$ cat src/design/vga_pkg.sv
package vga_pkg;

    // ==============================
    // Display types
    // ==============================

    // Beam or sprite position
    typedef logic [9:0] coord_t;

    // 4 bits per channel, red in the top nibble
    typedef struct packed {
        logic [3:0] r;
        logic [3:0] g;
        logic [3:0] b;
    } rgb_t;

    // Both syncs pulse low
    localparam logic SYNC_ACTIVE = 1'b0;

    // ==============================
    // Palette
    // ==============================
    localparam rgb_t RGB_BLACK    = rgb_t'(12'h000);
    localparam rgb_t RGB_SKY      = rgb_t'(12'h5AF);
    localparam rgb_t RGB_GROUND_A = rgb_t'(12'h840);
    localparam rgb_t RGB_GROUND_B = rgb_t'(12'hA60);
    localparam rgb_t RGB_RED      = rgb_t'(12'hF00);
    localparam rgb_t RGB_BLUE     = rgb_t'(12'h00F);
    localparam rgb_t RGB_COIN     = rgb_t'(12'hFF0);

endpackage

$ cat src/design/game_pkg.sv
package game_pkg;

    // ==============================
    // Keyboard
    // ==============================

    // HID usage code of the pressed key
    typedef logic [7:0] keycode_t;

    localparam keycode_t KEY_LEFT  = 8'h04;  // A
    localparam keycode_t KEY_RIGHT = 8'h07;  // D
    localparam keycode_t KEY_JUMP  = 8'h1A;  // W

    // ==============================
    // Sprite sizes and physics
    // ==============================
    localparam logic [9:0] PLAYER_W       = 10'd16;
    localparam logic [9:0] PLAYER_H       = 10'd16;
    localparam logic [9:0] COIN_W         = 10'd8;
    localparam logic [9:0] COIN_H         = 10'd14;
    localparam logic [9:0] GROUND_H       = 10'd16;

    // Per-frame steps
    localparam logic [9:0] STEP_X         = 10'd2;
    localparam logic [9:0] JUMP_V         = 10'd8;
    localparam logic [9:0] GRAVITY        = 10'd1;
    localparam logic [9:0] PLAYER_START_X = 10'd16;

    // Negative means moving up the screen
    typedef logic signed [5:0] vel_t;

    // Coins collected so far, six hex digits
    typedef logic [23:0] score_t;

    // Active low segments, decimal point in bit 7
    typedef logic [7:0] seg_t;

endpackage

$ cat src/design/vga_timing.sv
`timescale 1ns/1ps

module vga_timing
    import vga_pkg::*;
#(
    parameter int H_VISIBLE = 640,
    parameter int H_FRONT   = 16,
    parameter int H_SYNC    = 96,
    parameter int H_BACK    = 48,
    parameter int V_VISIBLE = 480,
    parameter int V_FRONT   = 10,
    parameter int V_SYNC    = 2,
    parameter int V_BACK    = 33
) (
    input  logic   Clk,
    input  logic   arst_n,
    output logic   pix_tick,
    output coord_t draw_x,
    output coord_t draw_y,
    output logic   hs_raw,
    output logic   vs_raw,
    output logic   blank,
    output logic   frame_start
);

    localparam int H_TOTAL = H_VISIBLE + H_FRONT + H_SYNC + H_BACK;
    localparam int V_TOTAL = V_VISIBLE + V_FRONT + V_SYNC + V_BACK;

    // Sync windows
    localparam coord_t HS_START = coord_t'(H_VISIBLE + H_FRONT);
    localparam coord_t HS_END   = coord_t'(H_VISIBLE + H_FRONT + H_SYNC);
    localparam coord_t VS_START = coord_t'(V_VISIBLE + V_FRONT);
    localparam coord_t VS_END   = coord_t'(V_VISIBLE + V_FRONT + V_SYNC);
    localparam coord_t H_LAST   = coord_t'(H_TOTAL - 1);
    localparam coord_t V_LAST   = coord_t'(V_TOTAL - 1);

    coord_t h_next;
    coord_t v_next;

    // Wrap at the totals, vertical steps at end of line
    always_comb begin
        h_next = (draw_x == H_LAST) ? '0 : draw_x + 10'd1;
        v_next = draw_y;
        if (draw_x == H_LAST) begin
            v_next = (draw_y == V_LAST) ? '0 : draw_y + 10'd1;
        end
    end

    // Counters start on the last pixel so the first tick lands on (0, 0)
    always_ff @(posedge Clk or negedge arst_n) begin
        if (!arst_n) begin
            pix_tick    <= 1'b1;
            draw_x      <= H_LAST;
            draw_y      <= V_LAST;
            frame_start <= 1'b0;
        end else begin
            pix_tick    <= ~pix_tick;
            frame_start <= pix_tick && (h_next == '0) && (v_next == VS_START);
            if (pix_tick) begin
                draw_x <= h_next;
                draw_y <= v_next;
            end
        end
    end

    // Raw syncs and blanking straight from the beam
    assign hs_raw = (draw_x >= HS_START && draw_x < HS_END) ? SYNC_ACTIVE : ~SYNC_ACTIVE;
    assign vs_raw = (draw_y >= VS_START && draw_y < VS_END) ? SYNC_ACTIVE : ~SYNC_ACTIVE;
    assign blank  = (draw_x >= coord_t'(H_VISIBLE)) || (draw_y >= coord_t'(V_VISIBLE));

    a_beam_in_frame: assert property (@(posedge Clk) disable iff (!arst_n)
        (draw_x < coord_t'(H_TOTAL)) && (draw_y < coord_t'(V_TOTAL)));

    // One game step per frame
    a_frame_pulse: assert property (@(posedge Clk) disable iff (!arst_n)
        frame_start |=> !frame_start);

endmodule

$ cat src/design/player_motion.sv
`timescale 1ns/1ps

module player_motion
    import vga_pkg::*;
    import game_pkg::*;
#(
    parameter int H_VISIBLE = 640,
    parameter int V_VISIBLE = 480
) (
    input  logic     Clk,
    input  logic     arst_n,
    input  logic     frame_start,
    input  keycode_t keycode,
    output coord_t   player_x,
    output coord_t   player_y,
    output logic     player_update
);

    // Right edge clamp and standing height
    localparam coord_t X_MAX   = coord_t'(H_VISIBLE) - PLAYER_W;
    localparam coord_t FLOOR_Y = coord_t'(V_VISIBLE) - GROUND_H - PLAYER_H;

    vel_t               vel;
    logic               in_air;
    coord_t             x_right;
    logic signed [11:0] y_sum;

    // Candidate positions before clamping
    always_comb begin
        x_right = player_x + STEP_X;
        y_sum   = $signed({2'b00, player_y}) + $signed({{6{vel[5]}}, vel});
    end

    always_ff @(posedge Clk or negedge arst_n) begin
        if (!arst_n) begin
            player_x      <= PLAYER_START_X;
            player_y      <= FLOOR_Y;
            vel           <= '0;
            in_air        <= 1'b0;
            player_update <= 1'b0;
        end else begin
            player_update <= frame_start;
            if (frame_start) begin
                // Walk, clamped to the visible width
                if (keycode == KEY_RIGHT) begin
                    player_x <= (x_right > X_MAX) ? X_MAX : x_right;
                end else if (keycode == KEY_LEFT) begin
                    player_x <= (player_x < STEP_X) ? '0 : player_x - STEP_X;
                end

                if (!in_air) begin
                    // Take-off frame only loads the velocity
                    if (keycode == KEY_JUMP) begin
                        vel    <= -vel_t'(JUMP_V);
                        in_air <= 1'b1;
                    end
                end else if (y_sum >= $signed({2'b00, FLOOR_Y})) begin
                    // Landed on the ground strip
                    player_y <= FLOOR_Y;
                    vel      <= '0;
                    in_air   <= 1'b0;
                end else begin
                    // Move first, then gravity
                    player_y <= coord_t'(y_sum);
                    vel      <= vel + vel_t'(GRAVITY);
                end
            end
        end
    end

    a_x_clamped: assert property (@(posedge Clk) disable iff (!arst_n)
        player_x <= X_MAX);

endmodule

$ cat src/design/coin_unit.sv
`timescale 1ns/1ps

module coin_unit
    import vga_pkg::*;
    import game_pkg::*;
#(
    parameter int COIN_X = 200,
    parameter int COIN_Y = 450
) (
    input  logic   Clk,
    input  logic   arst_n,
    input  logic   player_update,
    input  coord_t player_x,
    input  coord_t player_y,
    input  coord_t draw_x,
    input  coord_t draw_y,
    output logic   collected,
    output logic   coin_px
);

    localparam coord_t CX = coord_t'(COIN_X);
    localparam coord_t CY = coord_t'(COIN_Y);

    logic present;
    logic touch;

    // Box overlap, player against coin
    always_comb begin
        touch = (player_x < CX + COIN_W) && (player_x + PLAYER_W > CX)
             && (player_y < CY + COIN_H) && (player_y + PLAYER_H > CY);
    end

    // Beam inside the coin box
    assign coin_px = present
                  && (draw_x >= CX) && (draw_x < CX + COIN_W)
                  && (draw_y >= CY) && (draw_y < CY + COIN_H);

    // Tested once the new player position is settled
    always_ff @(posedge Clk or negedge arst_n) begin
        if (!arst_n) begin
            present   <= 1'b1;
            collected <= 1'b0;
        end else begin
            collected <= 1'b0;
            if (player_update && present && touch) begin
                collected <= 1'b1;
                present   <= 1'b0;
            end
        end
    end

    // Single count per coin
    a_collect_once: assert property (@(posedge Clk) disable iff (!arst_n)
        collected |-> $past(present));

endmodule

$ cat src/design/score_display.sv
`timescale 1ns/1ps

module score_display
    import game_pkg::*;
(
    input  logic Clk,
    input  logic arst_n,
    input  logic collected0,
    input  logic collected1,
    output seg_t hex0,
    output seg_t hex1,
    output seg_t hex2,
    output seg_t hex3,
    output seg_t hex4,
    output seg_t hex5
);

    score_t score;

    // Hex digit to active-low segments, DP dark
    function automatic seg_t hex_seg(input logic [3:0] nib);
        case (nib)
            4'h0: hex_seg = 8'hC0;
            4'h1: hex_seg = 8'hF9;
            4'h2: hex_seg = 8'hA4;
            4'h3: hex_seg = 8'hB0;
            4'h4: hex_seg = 8'h99;
            4'h5: hex_seg = 8'h92;
            4'h6: hex_seg = 8'h82;
            4'h7: hex_seg = 8'hF8;
            4'h8: hex_seg = 8'h80;
            4'h9: hex_seg = 8'h90;
            4'hA: hex_seg = 8'h88;
            4'hB: hex_seg = 8'h83;
            4'hC: hex_seg = 8'hC6;
            4'hD: hex_seg = 8'hA1;
            4'hE: hex_seg = 8'h86;
            4'hF: hex_seg = 8'h8E;
        endcase
    endfunction

    // Both coins may go in the same cycle
    always_ff @(posedge Clk or negedge arst_n) begin
        if (!arst_n) begin
            score <= '0;
        end else begin
            score <= score + score_t'(collected0) + score_t'(collected1);
        end
    end

    // Lowest nibble on hex0
    assign hex0 = hex_seg(score[3:0]);
    assign hex1 = hex_seg(score[7:4]);
    assign hex2 = hex_seg(score[11:8]);
    assign hex3 = hex_seg(score[15:12]);
    assign hex4 = hex_seg(score[19:16]);
    assign hex5 = hex_seg(score[23:20]);

endmodule

$ cat src/design/color_mapper.sv
`timescale 1ns/1ps

module color_mapper
    import vga_pkg::*;
    import game_pkg::*;
#(
    parameter int V_VISIBLE = 480
) (
    input  logic   Clk,
    input  logic   arst_n,
    input  logic   pix_tick,
    input  coord_t draw_x,
    input  coord_t draw_y,
    input  logic   blank,
    input  logic   hs_raw,
    input  logic   vs_raw,
    input  coord_t player_x,
    input  coord_t player_y,
    input  logic   coin0_px,
    input  logic   coin1_px,
    output rgb_t   rgb,
    output logic   hs,
    output logic   vs
);

    localparam coord_t GROUND_TOP = coord_t'(V_VISIBLE) - GROUND_H;

    logic player_hit;
    logic player_top;
    rgb_t pix_color;

    // ==============================
    // Layering, top priority first
    // ==============================
    always_comb begin
        player_hit = (draw_x >= player_x) && (draw_x < player_x + PLAYER_W)
                  && (draw_y >= player_y) && (draw_y < player_y + PLAYER_H);
        // Red cap over blue overalls
        player_top = draw_y < player_y + (PLAYER_H >> 1);

        if (blank) begin
            pix_color = RGB_BLACK;
        end else if (player_hit) begin
            pix_color = player_top ? RGB_RED : RGB_BLUE;
        end else if (coin0_px || coin1_px) begin
            pix_color = RGB_COIN;
        end else if (draw_y >= GROUND_TOP) begin
            // 8x8 brick checker
            pix_color = (draw_x[3] ^ draw_y[3]) ? RGB_GROUND_B : RGB_GROUND_A;
        end else begin
            pix_color = RGB_SKY;
        end
    end

    // Colour and syncs leave together
    always_ff @(posedge Clk or negedge arst_n) begin
        if (!arst_n) begin
            rgb <= RGB_BLACK;
            hs  <= ~SYNC_ACTIVE;
            vs  <= ~SYNC_ACTIVE;
        end else if (pix_tick) begin
            rgb <= pix_color;
            hs  <= hs_raw;
            vs  <= vs_raw;
        end
    end

endmodule

$ cat src/design/mario_top.sv
`timescale 1ns/1ps

module mario_top
    import vga_pkg::*;
    import game_pkg::*;
#(
    parameter int H_VISIBLE = 640,
    parameter int H_FRONT   = 16,
    parameter int H_SYNC    = 96,
    parameter int H_BACK    = 48,
    parameter int V_VISIBLE = 480,
    parameter int V_FRONT   = 10,
    parameter int V_SYNC    = 2,
    parameter int V_BACK    = 33,
    parameter int COIN0_X   = 200,
    parameter int COIN0_Y   = 450,
    parameter int COIN1_X   = 400,
    parameter int COIN1_Y   = 450
) (
    input  logic     Clk,
    input  logic     arst_n,
    input  keycode_t keycode,
    output rgb_t     rgb,
    output logic     hs,
    output logic     vs,
    output seg_t     hex0,
    output seg_t     hex1,
    output seg_t     hex2,
    output seg_t     hex3,
    output seg_t     hex4,
    output seg_t     hex5
);

    // ==============================
    // Beam and game state
    // ==============================
    logic   pix_tick;
    logic   hs_raw;
    logic   vs_raw;
    logic   blank;
    logic   frame_start;
    coord_t draw_x;
    coord_t draw_y;
    coord_t player_x;
    coord_t player_y;
    logic   player_update;
    logic   collected0;
    logic   collected1;
    logic   coin0_px;
    logic   coin1_px;

    vga_timing #(
        .H_VISIBLE (H_VISIBLE),
        .H_FRONT   (H_FRONT),
        .H_SYNC    (H_SYNC),
        .H_BACK    (H_BACK),
        .V_VISIBLE (V_VISIBLE),
        .V_FRONT   (V_FRONT),
        .V_SYNC    (V_SYNC),
        .V_BACK    (V_BACK)
    ) u_vga_timing (
        .Clk         (Clk),
        .arst_n      (arst_n),
        .pix_tick    (pix_tick),
        .draw_x      (draw_x),
        .draw_y      (draw_y),
        .hs_raw      (hs_raw),
        .vs_raw      (vs_raw),
        .blank       (blank),
        .frame_start (frame_start)
    );

    // Moves once per frame, during vertical sync
    player_motion #(
        .H_VISIBLE (H_VISIBLE),
        .V_VISIBLE (V_VISIBLE)
    ) u_player_motion (
        .Clk           (Clk),
        .arst_n        (arst_n),
        .frame_start   (frame_start),
        .keycode       (keycode),
        .player_x      (player_x),
        .player_y      (player_y),
        .player_update (player_update)
    );

    coin_unit #(
        .COIN_X (COIN0_X),
        .COIN_Y (COIN0_Y)
    ) u_coin0 (
        .Clk           (Clk),
        .arst_n        (arst_n),
        .player_update (player_update),
        .player_x      (player_x),
        .player_y      (player_y),
        .draw_x        (draw_x),
        .draw_y        (draw_y),
        .collected     (collected0),
        .coin_px       (coin0_px)
    );

    coin_unit #(
        .COIN_X (COIN1_X),
        .COIN_Y (COIN1_Y)
    ) u_coin1 (
        .Clk           (Clk),
        .arst_n        (arst_n),
        .player_update (player_update),
        .player_x      (player_x),
        .player_y      (player_y),
        .draw_x        (draw_x),
        .draw_y        (draw_y),
        .collected     (collected1),
        .coin_px       (coin1_px)
    );

    score_display u_score_display (
        .Clk        (Clk),
        .arst_n     (arst_n),
        .collected0 (collected0),
        .collected1 (collected1),
        .hex0       (hex0),
        .hex1       (hex1),
        .hex2       (hex2),
        .hex3       (hex3),
        .hex4       (hex4),
        .hex5       (hex5)
    );

    // Final pixel stage
    color_mapper #(
        .V_VISIBLE (V_VISIBLE)
    ) u_color_mapper (
        .Clk      (Clk),
        .arst_n   (arst_n),
        .pix_tick (pix_tick),
        .draw_x   (draw_x),
        .draw_y   (draw_y),
        .blank    (blank),
        .hs_raw   (hs_raw),
        .vs_raw   (vs_raw),
        .player_x (player_x),
        .player_y (player_y),
        .coin0_px (coin0_px),
        .coin1_px (coin1_px),
        .rgb      (rgb),
        .hs       (hs),
        .vs       (vs)
    );

endmodule

$ cat config.mk
export PLATFORM = sky130hd
export DESIGN_NAME = mario_top
export DESIGN_NICKNAME = d
export VERILOG_FILES = /design/src/design/vga_pkg.sv /design/src/design/game_pkg.sv /design/src/design/vga_timing.sv /design/src/design/player_motion.sv /design/src/design/coin_unit.sv /design/src/design/score_display.sv /design/src/design/color_mapper.sv /design/src/design/mario_top.sv
export SDC_FILE = /design/constraint.sdc
export NUM_CORES = 1
export LEC_CHECK = 0
export BUFFER_PORTS_ARGS = -buffer_cell sky130_fd_sc_hd__buf_2
export CORE_MARGIN = 1.5
export CORE_UTILIZATION = 60
export CTS_CLUSTER_DIAMETER = 120
export DETAILED_ROUTE_END_ITERATION = 12
export GPL_ROUTABILITY_DRIVEN = 0
export PLACE_DENSITY = 0.8
export SYNTH_ARGS = -nofsm -noshare
export SYNTH_HDL_FRONTEND = slang
export SYNTH_SLANG_ARGS = --single-unit
$ cat constraint.sdc
create_clock -name Clk -period 4.1 [get_ports Clk]
set_input_delay 0.205 -clock Clk [delete_from_list [all_inputs] [get_ports Clk]]
set_output_delay 0.205 -clock Clk [all_outputs]
set_load 0.005 [all_outputs]
### Yosys cells after proc, flatten, opt, wreduce, memory -nomap -nowiden

Memories as Yosys holds them, arrays and structs flattened.
Index checks and enable logic that the tools add are counted.

* bits of input ports: 10
* output and inout bits: 62
* memories: 6
* bits in read-only memories: 672
* register bits: 92

Memory list
* (name not given): depth 16, width 7, rd ports 1, clocked after memory_dff 0, wr ports 0, RTL line score_display.sv:22 `case (nib)`
* (name not given): depth 16, width 7, rd ports 1, clocked after memory_dff 0, wr ports 0, RTL line score_display.sv:22
* (name not given): depth 16, width 7, rd ports 1, clocked after memory_dff 0, wr ports 0, RTL line score_display.sv:22
* (name not given): depth 16, width 7, rd ports 1, clocked after memory_dff 0, wr ports 0, RTL line score_display.sv:22
* (name not given): depth 16, width 7, rd ports 1, clocked after memory_dff 0, wr ports 0, RTL line score_display.sv:22
* (name not given): depth 16, width 7, rd ports 1, clocked after memory_dff 0, wr ports 0, RTL line score_display.sv:22

* reduce and logical (&&, ||, !) cells: 33
* $lt $le $gt $ge: 27
* bitwise logic cells: 2
* eq/ne operators: 6
* add/sub/neg operators: 11
* muxes and demuxes: 24

Operators by type and width (count)
* $mux W10: 9
* $mux W12: 5
* $ge A10 B9 Y1 const B: 5
* $lt A10 B9 Y1 const B: 5
* $add A24 B1 Y24: 2
* $lt A10 B10 Y1: 3
* $logic_and A1 B1 Y1: 25
* $add A10 B1 Y10 const B: 2
* $add A10 B5 Y10 const B: 2
* $eq A10 B10 Y1 const B: 2
* $ge A10 B10 Y1: 2
* $ge A10 B10 Y1 const B: 2
* $gt A10 B9 Y1 const B: 2
* $lt A10 B8 Y1 const B: 2
* $mux W6: 3
* $eq A8 B3 Y1 const B: 2
* $add A11 B6 Y12: 1
* $ge A12 B10 Y1 const B: 1
* $add A10 B2 Y10 const B: 1
* $add A10 B4 Y10 const B: 1
* $eq A10 B9 Y1 const B: 1
* $ge A10 B8 Y1 const B: 1
* $gt A10 B10 Y1 const B: 1
* $gt A10 B8 Y1 const B: 1
* other kinds (12): 22

### Longest topological paths before layout

Gate-level depths: netlist of run 1.

* depth after elaboration: 9
* gate-level depth with buffers: 11
* gate-level depth less buffers: 10

### Cells and area by module

A second synthesis of run 1 with hierarchy kept.

* cells, all modules: 1053
* area total of the unflattened synthesis: 8852.2 um^2

By module, submodules not included
* score_display: instances 1, cells each 307, area each 2575.0 um^2
* player_motion: instances 1, cells each 282, area each 2349.8 um^2
* color_mapper: instances 1, cells each 201, area each 1702.9 um^2
* vga_timing: instances 1, cells each 183, area each 1592.8 um^2
* coin_unit at u_coin0: instances 1, cells each 42, area each 330.3 um^2
* coin_unit at u_coin1: instances 1, cells each 38, area each 301.5 um^2

### Least setup slack after synthesis of run 1

OpenSTA, ideal clock, no wires.

* kind: reg-to-reg
* start: register u_player_motion.player_y[6]
* end: register u_color_mapper.rgb[10] (netlist name)
* slack: 1040 ps
* period minus slack after synthesis: 3060 ps
* required time: 4009 ps
* stages on the path, launching flop included: 11
* arrival time: 2969 ps
* cells stage by stage: dfstp_2 > clkbuf_1 > nand3_1 > nor3_1 > xnor2_1 > ha_1 > a211o_1 > a2111oi_0 > nand4_1 > or4_1 > o221ai_1

* cells in the longest elaborated chain, start to end: 5

Ends and longest elaborated chain
* start, declared: RTL line player_motion.sv:15 `output coord_t player_y,`
* start signal, assigned: RTL line player_motion.sv:64 `player_y <= coord_t'(y_sum);`
* $add A10 B4 Y10 (tied with other cells): RTL line color_mapper.sv:39 `player_top = draw_y < player_y + (PLAYER_H >> 1);`
* $lt A10 B10 Y1 (tied with other cells): RTL line color_mapper.sv:39
* $mux W12 / $logic_and A1 B1 Y1 (equally long branches): RTL line color_mapper.sv:44, color_mapper.sv:37
* $mux W12 (*): RTL line color_mapper.sv:43 `end else if (player_hit) begin`
* $mux W12 (*): RTL line color_mapper.sv:41 `if (blank) begin`

Mark *: on every way between the ends. The rest lies on a longest branch, timed or not.
A chain may end at the register's enable or synchronous reset.

### Worst setup path in the final report of run 1

* start: register u_player_motion.player_x[4]
* end: register u_color_mapper.rgb[10] (netlist name)

* cells in the longest elaborated chain, start to end: 7

Ends and longest elaborated chain
* start, declared: RTL line player_motion.sv:14 `output coord_t player_x,`
* start signal, assigned: RTL line player_motion.sv:46 `player_x <= (x_right > X_MAX) ? X_MAX : x_right;`
* start signal, assigned: RTL line player_motion.sv:48 `player_x <= (player_x < STEP_X) ? '0 : player_x - STEP_X;`
* $add A10 B5 Y10: RTL line color_mapper.sv:36 `player_hit = (draw_x >= player_x) && (draw_x < player_x + PLAYER_W)`
* $lt A10 B10 Y1: RTL line color_mapper.sv:36
* $logic_and A1 B1 Y1 (*): RTL line color_mapper.sv:36
* $logic_and A1 B1 Y1 (*) (2 in a row): RTL line color_mapper.sv:37 `&& (draw_y >= player_y) && (draw_y < player_y + PLAYER_H);`
* $mux W12 (*): RTL line color_mapper.sv:43
* $mux W12 (*): RTL line color_mapper.sv:41

Marked as above.

==> run_results.csv, run 1 <==
group,metric,value,unit
cts,cts_buffer_depth,2,
power_and_ir_drop,power_density,197,nW/µm²
logic_synthesis,synthDistinctLibCells,75,
detailed_routing,drt_first_pass_iters,5,
cts,cts.htree.levels,3,
finish,multi_input_area,5290,µm²
detailed_routing,dr_total_vias,6812,
logic_synthesis,synth_area,7960,µm²
cts,holdBufCountCts,0,
logic_synthesis,synth-async-reset-ratio,100,%
floorplanning,die_width,118,µm
finish,drive_above_1_share,11.9,%
detailed_routing,detail-route-antenna-nets,0,
global_route,grt_usage,25.2,%
run_status,violations,"negative hold slack",
global_route,grt_most_used_layer,"met2",
worst_setup_path,end_kind,"register",
finish,num_antenna_cells,0,
detailed_routing,drtIter0Drc,396,
logic_synthesis,yosysSeqAreaShare,27.7,%
sta,fin_setup_tns,0,ps
finish,seq_area,2200,µm²
sta,finalCritPeriodShare,87.1,%
floorplanning,die_y,118,µm
floorplanning,top_level_ports,72,
global_route,gr-usage-met3,3.33,%
sta,finalHoldViolCount,24,
sta,finalCriticalPeriod,3570,ps
finish,nFillCells,1037,
detailed_routing,route.detailed.drc,0,
global_route,grt_use_met2,41.8,%
logic_synthesis,yosys_register_bits,87,
global_route,grt_pass1_wl,29600,µm
worst_setup_path,startpoint_type,"register",
sta,setup_viol_count_final,0,
detailed_routing,routedWlPerCell,15.0,µm
logic_synthesis,ys_warn_count,0,
logic_synthesis,dominantRegCellSynth,"dfrtp_1",
worst_setup_path,worstPathArrival,3820,ps
cts,clk_latency,350,ps
cts,numCtsBuffers,9,
worst_setup_path,critPathKind,"register to register",
worst_setup_path,worstPathRequired,4350,ps
floorplanning,rows,41,
cts,cts-root-buf,"clkbuf_16",
logic_synthesis,avgSynthCellArea,8.43,µm²
finish,layout.nets,1081,
floorplanning,initial_core_util,62.3,%
power_and_ir_drop,ir_drop,195,µV
global_route,antenna_found_initial,0,
placed_design,place_hpwl,12400,µm
floorplanning,dieArea,14000,µm²
power_and_ir_drop,total_power,1.69,mW
power_and_ir_drop,total_leakage_power,3.83,nW
cts,cts_sinks,87,
finish,area_delta_synth_final,7.41,%
logic_synthesis,synth-edff-count,0,
logic_synthesis,yosysTopAreaCell,"dfrtp_1",
placed_design,post_dp_cell_area,8260,µm²
sta,drv_slew,0,
global_route,use_met1,35.1,%
placed_design,port_buffers,65,
global_route,grt_start_max_net_pins,68,
global_route,grt_overflow,0,
sta,clock.fmax,280,MHz
logic_synthesis,synth_area_leaders,"dfrtp_1, ha_1, dfstp_2",
global_route,grt_pass1_vias,6222,
detailed_routing,viasPerCell,5.95,
detailed_routing,drt-total-wl,17200,µm
sta,timing.hold.ws,-37.0,ps
logic_synthesis,synth_top_area_share,21.4,%
run_status,status,"complete, but fails checks",
sta,rsz0062_at_grt,"false",
sta,relSlewSlack,28.5,%
finish,design_area,8550,µm²
cts,ctsResizeCount,0,
sta,worst_pin_slew,1060,ps
sta,fin_skew,10.1,ps
cts,cts_tree,"built",
floorplanning,core,12800,µm²
worst_setup_path,crit_fanout,15,
cts,cts_setup_buffers,0,
cts,clk_pin_slew,70,ps
flow_run,drv_cap,0,
logic_synthesis,synthCells,944,
worst_hold_path,min_path_type,"input pin to asynchronous set/reset pin",
-- power breakdown --
part	leakage [nW]	total [mW]	switching [mW]	internal, mW
Combinational	2.59	0.0262	0.0208	0.00533
Clock	0.144	0.801	0.365	0.436
Sequential	1.10	0.859	0	0.859
Total	3.83	1.69	0.386	1.30
-- area by class of cell --
| type | count | area share (%) |
|---|---|---|
| well taps | 172 | 2.52 |
| repair buffers | 66 | 3.92 |
| clock inverters | 6 | 0.571 |
| clock buffers | 10 | 2.80 |
| inverters | 59 | 2.59 |
| multi-input cells | 744 | 61.8 |
| flip-flops and latches | 87 | 25.8 |
-- sequential cells by signal, summed over array words and instances (netlist names), 6 cells and up --
signal and cells:
u_score_display.score 24, u_player_motion.player_y 10, u_vga_timing.draw_x 10, u_color_mapper.rgb 8
u_player_motion.player_x 9, u_player_motion.vel 6, u_vga_timing.draw_y 10
-- layer usage --
metal / part of all wire, % / vias up / routed length (µm)
li1: - / 3433 / -
met1: 47 / 3186 / 8100
met2: 47 / 174 / 8140
met3: 4.3 / 19 / 732
met4: 1.3 / 0 / 216
met5: 0 / - / 0
-- cell families (layout without fill, tap and decap cells) --
logic type,Yosys count,in the layout,synth area share (%)
mux,27,27,3.77
buf+inv,118,141,6.15
xor+xnor,55,55,6.05
simple gates,318,318,20.6
flops,87,87,27.7
other cells,1,6,0.0471
fa+ha+maj,105,105,16.7
compound gates,233,233,19.0
-- cells in the final DEF, fill, tap and decap left out, drive strengths merged, types with 10 or more instances in the layout --
cell type,count
ha,102
nand2,80
o21ai,70
dfrtp,68
buf,66
nor2,64
inv,63
a21oi,50
xnor2,46
nand3,32
nor3,23
and3,21
mux2i,21
dfstp,19
nor2b,18
nand4,16
a31oi,14
o31ai,11
nand2b,10
clkbuf,10
-- critical path, stage by stage (launching register included) --
cell and delay (ps):
dfstp_2 680, ha_1 360, nand3_1 130, xnor2_1 150, ha_1 290, and3_1 190, a2111oi_0 630, nand4_1 290
or4_1 620, o221ai_1 120
-- cell usage after synthesis, types with 19 or more instances --
master and instances:
ha_1 102, and3_1 21, nand2_1 80, nor3_1 22
dfstp_2 19, dfrtp_1 68, xnor2_1 46, a21oi_1 50
clkbuf_1 44, o21ai_0 66, nor2_1 64, nand3_1 32
inv_1 59, mux2i_1 21
-- worst paths after layout --
check | from | end | slack (ps) | cells past startpoint
setup / recovery | u_player_motion.player_x[4] | u_color_mapper.rgb[10] | 530 | 9
hold / removal | arst_n | u_player_motion.vel[5] | -40 | 1
setup reg to reg | u_player_motion.player_x[4] | u_color_mapper.rgb[10] | 530 | 9
hold reg to reg | u_color_mapper.vs | u_color_mapper.vs | 490 | 2
max in group asynchronous | arst_n | u_score_display.score[12] | 3300 | 2
min in group Clk | keycode[4] | u_player_motion.vel[1] | 250 | 4
-- stage by stage --
step | setup slack, ps | utilization (%) | instances
final | 529 | 66.9 | 1144
after global routing | 245 | 66.9 | 1144
after CTS | 575 | 66.9 | 1144
after detailed placement | 628 | 64.6 | 1128
after global placement | 788 | 64.6 | 1128
after floorplan | 1040 | - | 949
(Power assumes the default switching activity.)
==> inputs of run 2 (changes only) <==
--- a/config.mk
+++ b/config.mk
@@ -11,7 +11,7 @@
 export CTS_CLUSTER_DIAMETER = 120
 export DETAILED_ROUTE_END_ITERATION = 12
 export GPL_ROUTABILITY_DRIVEN = 0
-export PLACE_DENSITY = 0.8
+export PLACE_DENSITY = 0.85
 export SYNTH_ARGS = -nofsm -noshare
 export SYNTH_HDL_FRONTEND = slang
 export SYNTH_SLANG_ARGS = --single-unit
==> run 2 against run 1 <==
Against the previous run: the run now ends clean; hold slack better by 270 ps; sequential share of layout area decreased by 0.18 points; combinational power grew 5%; largest power group is now clock; largest cell class unchanged; critical path depth is the same; first-iteration DRC count grew 25%; flip-flop and latch count is the same; cell count barely moved; die area unchanged.
==> run_results.csv, run 2 (synthesis results as in run 1) <==
group,metric,value,unit
finish,utilization,67.4,%
cts,cts-root-buf,"clkbuf_16",
finish,final_cell_mix,"ha_1, nand2_1, dfrtp_1",
worst_setup_path,end_kind,"register",
cts,ctsResizeCount,0,
worst_hold_path,hold_start,"keycode[4]",
cts,cts_buffer_depth,2,
worst_setup_path,crit_path_max_incr_delay,680,ps
worst_setup_path,startpoint_type,"register",
cts,numCtsBuffers,9,
sta,finalCritPeriodShare,85.6,%
cts,cts_setup_buffers,0,
worst_setup_path,reg2reg_slack,590,ps
detailed_routing,detail-route-antenna-nets,0,
cts,cts_tree,"built",
global_route,grt_pass1_vias,6400,
cts,holdBufCountCts,1,
floorplanning,die_y,118,µm
sta,finalHoldViolCount,0,
sta,setup_viol_count_final,0,
global_route,grt_start_max_net_pins,57,
sta,finalCriticalPeriod,3510,ps
floorplanning,initial_core_util,62.3,%
cts,clk_pin_slew,70,ps
sta,drv_slew,0,
global_route,grt_usage,25.7,%
finish,layout.cells.non_filler,1145,
worst_setup_path,worst-path-buf-inv,0,
worst_setup_path,crit_fanout,15,
worst_setup_path,cp-endpoint,"u_color_mapper.rgb[11]",
sta,relSlewSlack,36.5,%
finish,top_register,"u_score_display.score",
detailed_routing,drt_first_pass_iters,5,
detailed_routing,routedWlPerCell,15.2,µm
power_and_ir_drop,total_leakage_power,3.86,nW
power_and_ir_drop,total_power,1.83,mW
sta,rsz0062_at_grt,"false",
sta,clock.fmax,285,MHz
finish,area_delta_synth_final,8.18,%
detailed_routing,viasPerCell,6.00,
floorplanning,rows,41,
worst_setup_path,critPathKind,"register to register",
worst_setup_path,crit_path_top_delay_cell,"dfstp_2",
sta,fin_skew,9.17,ps
cts,clk_latency,350,ps
sta,worst_pin_slew,943,ps
finish,largest_reg_flops,24,
placed_design,port_buffers,65,
placed_design,place_hpwl,12600,µm
floorplanning,dieArea,14000,µm²
power_and_ir_drop,ir_drop,243,µV
floorplanning,core,12800,µm²
cts,cts.htree.levels,3,
floorplanning,die_width,118,µm
run_status,status,"complete, no violations",
detailed_routing,route.detailed.drc,0,
worst_setup_path,crit_cells,9,
worst_setup_path,reg2reg_to,"u_color_mapper.rgb[11]",
worst_hold_path,min_path_type,"input pin to register",
flow_run,drv_cap,0,
finish,drive_above_1_share,11.9,%
floorplanning,top_level_ports,72,
sta,fin_setup_tns,0,ps
finish,num_antenna_cells,0,
worst_setup_path,path_delay_family,"compound AO/OA/AOI/OAI gates",
worst_setup_path,cp-startpoint,"u_player_motion.player_x[4]",
worst_setup_path,r2r_cells,9,
cts,cts_sinks,87,
sta,timing.hold.ws,236,ps
power_and_ir_drop,power_density,212,nW/µm²
worst_setup_path,worstPathCellList,"ha_1, nand3_1, xnor2_1, ha_1, and3_1, a2111oi_0, nand4_1, o21ai_1, o221ai_1",
finish,nFillCells,1042,
detailed_routing,drtIter0Drc,496,
global_route,grt_overflow,0,
global_route,antenna_found_initial,0,
finish,layout_commonest_cell,"ha_1",
placed_design,dp.cells,1128,
worst_setup_path,worstPathRequired,4310,ps
finish,layout.nets,1082,
worst_setup_path,r2r_start,"u_player_motion.player_x[4]",
detailed_routing,dr_total_vias,6875,
worst_setup_path,worstPathArrival,3720,ps
global_route,grt_pass1_wl,29900,µm
worst_setup_path,cp_common_cell,"ha_1",
detailed_routing,drt-total-wl,17400,µm
## run 2: stage by stage
| stage | instance area [µm²] | worst slack (ps) |
|---|---|---|
| final | 8610 | 591 |
| after global routing | 8610 | 327 |
| after CTS | 8610 | 648 |
| after detailed placement | 8260 | 689 |
| after global placement | 8260 | 800 |
| after floorplan | 7980 | 1040 |
## run 2: final cells by class
type                       instances  area (µm²)  share of cell area (%)
clock buffer                      11         253                    2.94
inverter                          59         221                    2.57
clock inverter                     5        86.3                    1.00
multi-input combinational        744        5290                    61.4
timing repair buffer              67         345                    4.01
sequential                        87        2200                    25.6
tap                              172         215                    2.50
## run 2: layer usage
layer	wire length (µm)	vias to the layer above	share of wire (%)	global-route usage, %
li1	-	3421	-	-
met3	818	26	4.7	4.15
met2	8110	199	47	41.2
met4	302	0	1.7	8.54
met5	0	-	0	0
met1	8190	3229	47	35.4
## run 2: tightest hold or removal path, cell delays in order
cell and delay, ps:
buf_2 110, nand4_1 80, nand3_1 80, o21ai_1 70
## run 2: power breakdown
part / switching, mW / internal (mW)
Clock: 0.369 / 0.573
Sequential: 0 / 0.859
Combinational: 0.0215 / 0.00598
Total: 0.390 / 1.44
## run 2: how the worst min path moves through the flow
stage	end	slack, ps	depth (start not counted)
6_report	u_player_motion.vel[1]	240	4
5_1_grt	u_player_motion.vel[1]	300	4
4_1_cts	u_player_motion.vel[1]	240	4
3_5_place_dp	u_player_motion.vel[5]	310	1
3_3_place_gp	u_player_motion.vel[4]	300	1
2_1_floorplan	u_coin0.collected	-90	0
==> inputs of run 3 (changes only) <==
--- a/config.mk
+++ b/config.mk
@@ -6,12 +6,14 @@
 export NUM_CORES = 1
 export LEC_CHECK = 0
 export BUFFER_PORTS_ARGS = -buffer_cell sky130_fd_sc_hd__buf_2
+export CELL_PAD_IN_SITES_DETAIL_PLACEMENT = 0
+export CELL_PAD_IN_SITES_GLOBAL_PLACEMENT = 2
 export CORE_MARGIN = 1.5
-export CORE_UTILIZATION = 60
+export CORE_UTILIZATION = 37
 export CTS_CLUSTER_DIAMETER = 120
 export DETAILED_ROUTE_END_ITERATION = 12
 export GPL_ROUTABILITY_DRIVEN = 0
-export PLACE_DENSITY = 0.85
+export PLACE_DENSITY = 0.86
 export SYNTH_ARGS = -nofsm -noshare
 export SYNTH_HDL_FRONTEND = slang
 export SYNTH_SLANG_ARGS = --single-unit
==> run 3 against run 2 <==
Against the previous run: register-to-register slack about the same; first-iteration DRC count is 39% lower; highest routed layer unchanged; design area up 1.1%; combinational power grew 2%; flip-flop and latch count stayed put; critical path type unchanged; core utilization is 26 points lower; clock-buffer cell count decreased by 1; maximum frequency fell by 0.25%; wire length grew 4.7%; total power shrank 7.9%.
==> run_results.csv, run 3 (synthesis results as in run 1) <==
group,metric,value,unit
cts,clk_latency,350,ps
run_status,status,"complete, no violations",
power_and_ir_drop,switching_share,23.0,%
cts,cts.htree.levels,3,
finish,layout_commonest_cell,"ha_1",
worst_setup_path,startpoint_type,"register",
detailed_routing,routedWlPerCell,14.6,µm
worst_setup_path,crit_fanout,15,
worst_setup_path,worstPathRequired,4300,ps
power_and_ir_drop,switchingPower,0.387,mW
cts,clk_pin_slew,70,ps
worst_setup_path,critPathKind,"register to register",
global_route,antenna_found_initial,0,
global_route,grt_start_max_net_pins,46,
sta,finalCritPeriodShare,85.8,%
detailed_routing,dr_total_vias,6725,
worst_setup_path,crit_path_top_delay_cell,"dfstp_2",
worst_setup_path,worstPathArrival,3710,ps
power_and_ir_drop,total_leakage_power,3.85,nW
sta,fin_setup_tns,0,ps
floorplanning,dieArea,22400,µm²
global_route,grt_pass1_wl,31300,µm
sta,clock.fmax,284,MHz
cts,cts-root-buf,"clkbuf_16",
detailed_routing,detail-route-antenna-nets,0,
placed_design,place_hpwl,13600,µm
cts,cts_sinks,87,
power_and_ir_drop,internal_power,1.30,mW
worst_setup_path,worstPathCellList,"ha_1, nand3_1, xnor2_1, ha_1, and3_1, a2111oi_0, nand4_1, o21ai_1, o221ai_1",
power_and_ir_drop,seq_power_share,51.0,%
power_and_ir_drop,p_comb_share,1.7,%
placed_design,port_buffers,65,
floorplanning,initial_core_util,37.7,%
global_route,grt_usage,17.0,%
global_route,grt_overflow,0,
power_and_ir_drop,clkPwrFrac,47.3,%
worst_setup_path,end_kind,"register",
flow_run,drv_cap,0,
sta,drv_slew,0,
cts,cts_setup_buffers,0,
finish,layout.nets,1085,
floorplanning,rows,53,
sta,relSlewSlack,35.5,%
floorplanning,die_width,150,µm
detailed_routing,route.detailed.drc,0,
floorplanning,top_level_ports,72,
sta,setup_viol_count_final,0,
floorplanning,die_y,150,µm
power_and_ir_drop,ir_drop,172,µV
sta,finalHoldViolCount,0,
cts,cts_buffer_depth,2,
sta,finalCriticalPeriod,3520,ps
finish,area_delta_synth_final,9.34,%
detailed_routing,drt_first_pass_iters,5,
cts,numCtsBuffers,9,
cts,cts_tree,"built",
global_route,grt_pass1_vias,6309,
finish,top_register,"u_score_display.score",
floorplanning,core,21100,µm²
sta,rsz0062_at_grt,"false",
finish,drive_above_1_share,12.2,%
finish,num_antenna_cells,0,
finish,final_cell_mix,"ha_1, nand2_1, dfrtp_1",
worst_setup_path,cp_common_cell,"ha_1",
finish,largest_reg_flops,24,
detailed_routing,drtIter0Drc,302,
detailed_routing,viasPerCell,5.38,
worst_setup_path,reg2reg_slack,580,ps
worst_setup_path,crit_path_max_incr_delay,680,ps
sta,fin_skew,9.67,ps
sta,worst_pin_slew,958,ps
worst_hold_path,min_path_type,"input pin to register",
power_and_ir_drop,total_power,1.68,mW
detailed_routing,drt-total-wl,18200,µm
power_and_ir_drop,power_density,193,nW/µm²
run 3: cell count changes in the layout (fill, tap and decap cells not counted):
cell,delta
clkinv_4,-1
buf_4,+3
inv_6,+1
clkbuf_8,-1
clkinv_2,+3
bufinv_16,-2
run 3: repair_timing:
item | 4_1_cts | 5_1_grt
hold buffers | 1 | 0
endpoints found under the hold margin | 32 | 0
gates resized for setup | 0 | 0
run 3: worst max-delay path: cells and delay by family (launching register included):
kind / cells / cell delay, ps
DFF: 1 / 680
AOI/OAI and AO/OA: 3 / 1280
xor gates and xnor gates: 1 / 150
and+or+nand+nor: 3 / 610
adders and majority gates: 2 / 640
run 3: worst paths after layout:
check                                            startpoint                endpoint  cells past startpoint
worst max-delay path            u_player_motion.player_x[4]  u_color_mapper.rgb[11]                      9
worst min-delay path                             keycode[4]  u_player_motion.vel[1]                      4
worst max register to register  u_player_motion.player_x[4]  u_color_mapper.rgb[11]                      9
worst min register to register        u_color_mapper.rgb[6]   u_color_mapper.rgb[6]                      1
max in group asynchronous                            arst_n  u_vga_timing.draw_x[7]                      3
min in group asynchronous                            arst_n  u_player_motion.vel[5]                      2
run 3: power by group through the flow:
stage / Sequential (mW) / Clock [mW] / Combinational (mW)
6_report: 0.859 / 0.796 / 0.0279
5_1_grt: 0.858 / 0.856 / 0.0334
4_1_cts: 0.859 / 0.821 / 0.0296
3_5_place_dp: 0.875 / 0 / 0.0289
3_3_place_gp: 0.875 / 0 / 0.0283
2_1_floorplan: 0.875 / 0 / 0.00758
run 3: final cells by class:
type                            count  area (µm²)
Inverter                           59         221
Clock buffer                       10         239
Sequential cell                    87        2200
Fill cell                        2181       12400
Timing Repair Buffer               70         368
Clock inverter                      6        41.3
Tap cell                          275         344
Multi-Input combinational cell    744        5290
run 3: metal layers:
layer	track usage [%]	part of all wire, %	vias up	wire length, µm
met5	0	0	-	0
met4	4.85	1.4	0	248
met3	1.95	3.1	19	559
met2	27.4	44	111	8090
met1	23.9	51	3147	9320
li1	-	-	3448	-
run 3: metrics by stage:
step / util [%] / setup slack (ps) / cells / hold slack [ps] / cell area [µm²]
2_1_floorplan: - / 1040 / 949 / -90.6 / 7980
3_3_place_gp: 39.9 / 722 / 1234 / 253 / 8410
3_5_place_dp: 39.9 / 644 / 1234 / 254 / 8410
4_1_cts: 41.3 / 625 / 1251 / 244 / 8700
5_1_grt: 41.3 / 291 / 1251 / 284 / 8700
6_report: 41.3 / 582 / 1251 / 248 / 8700
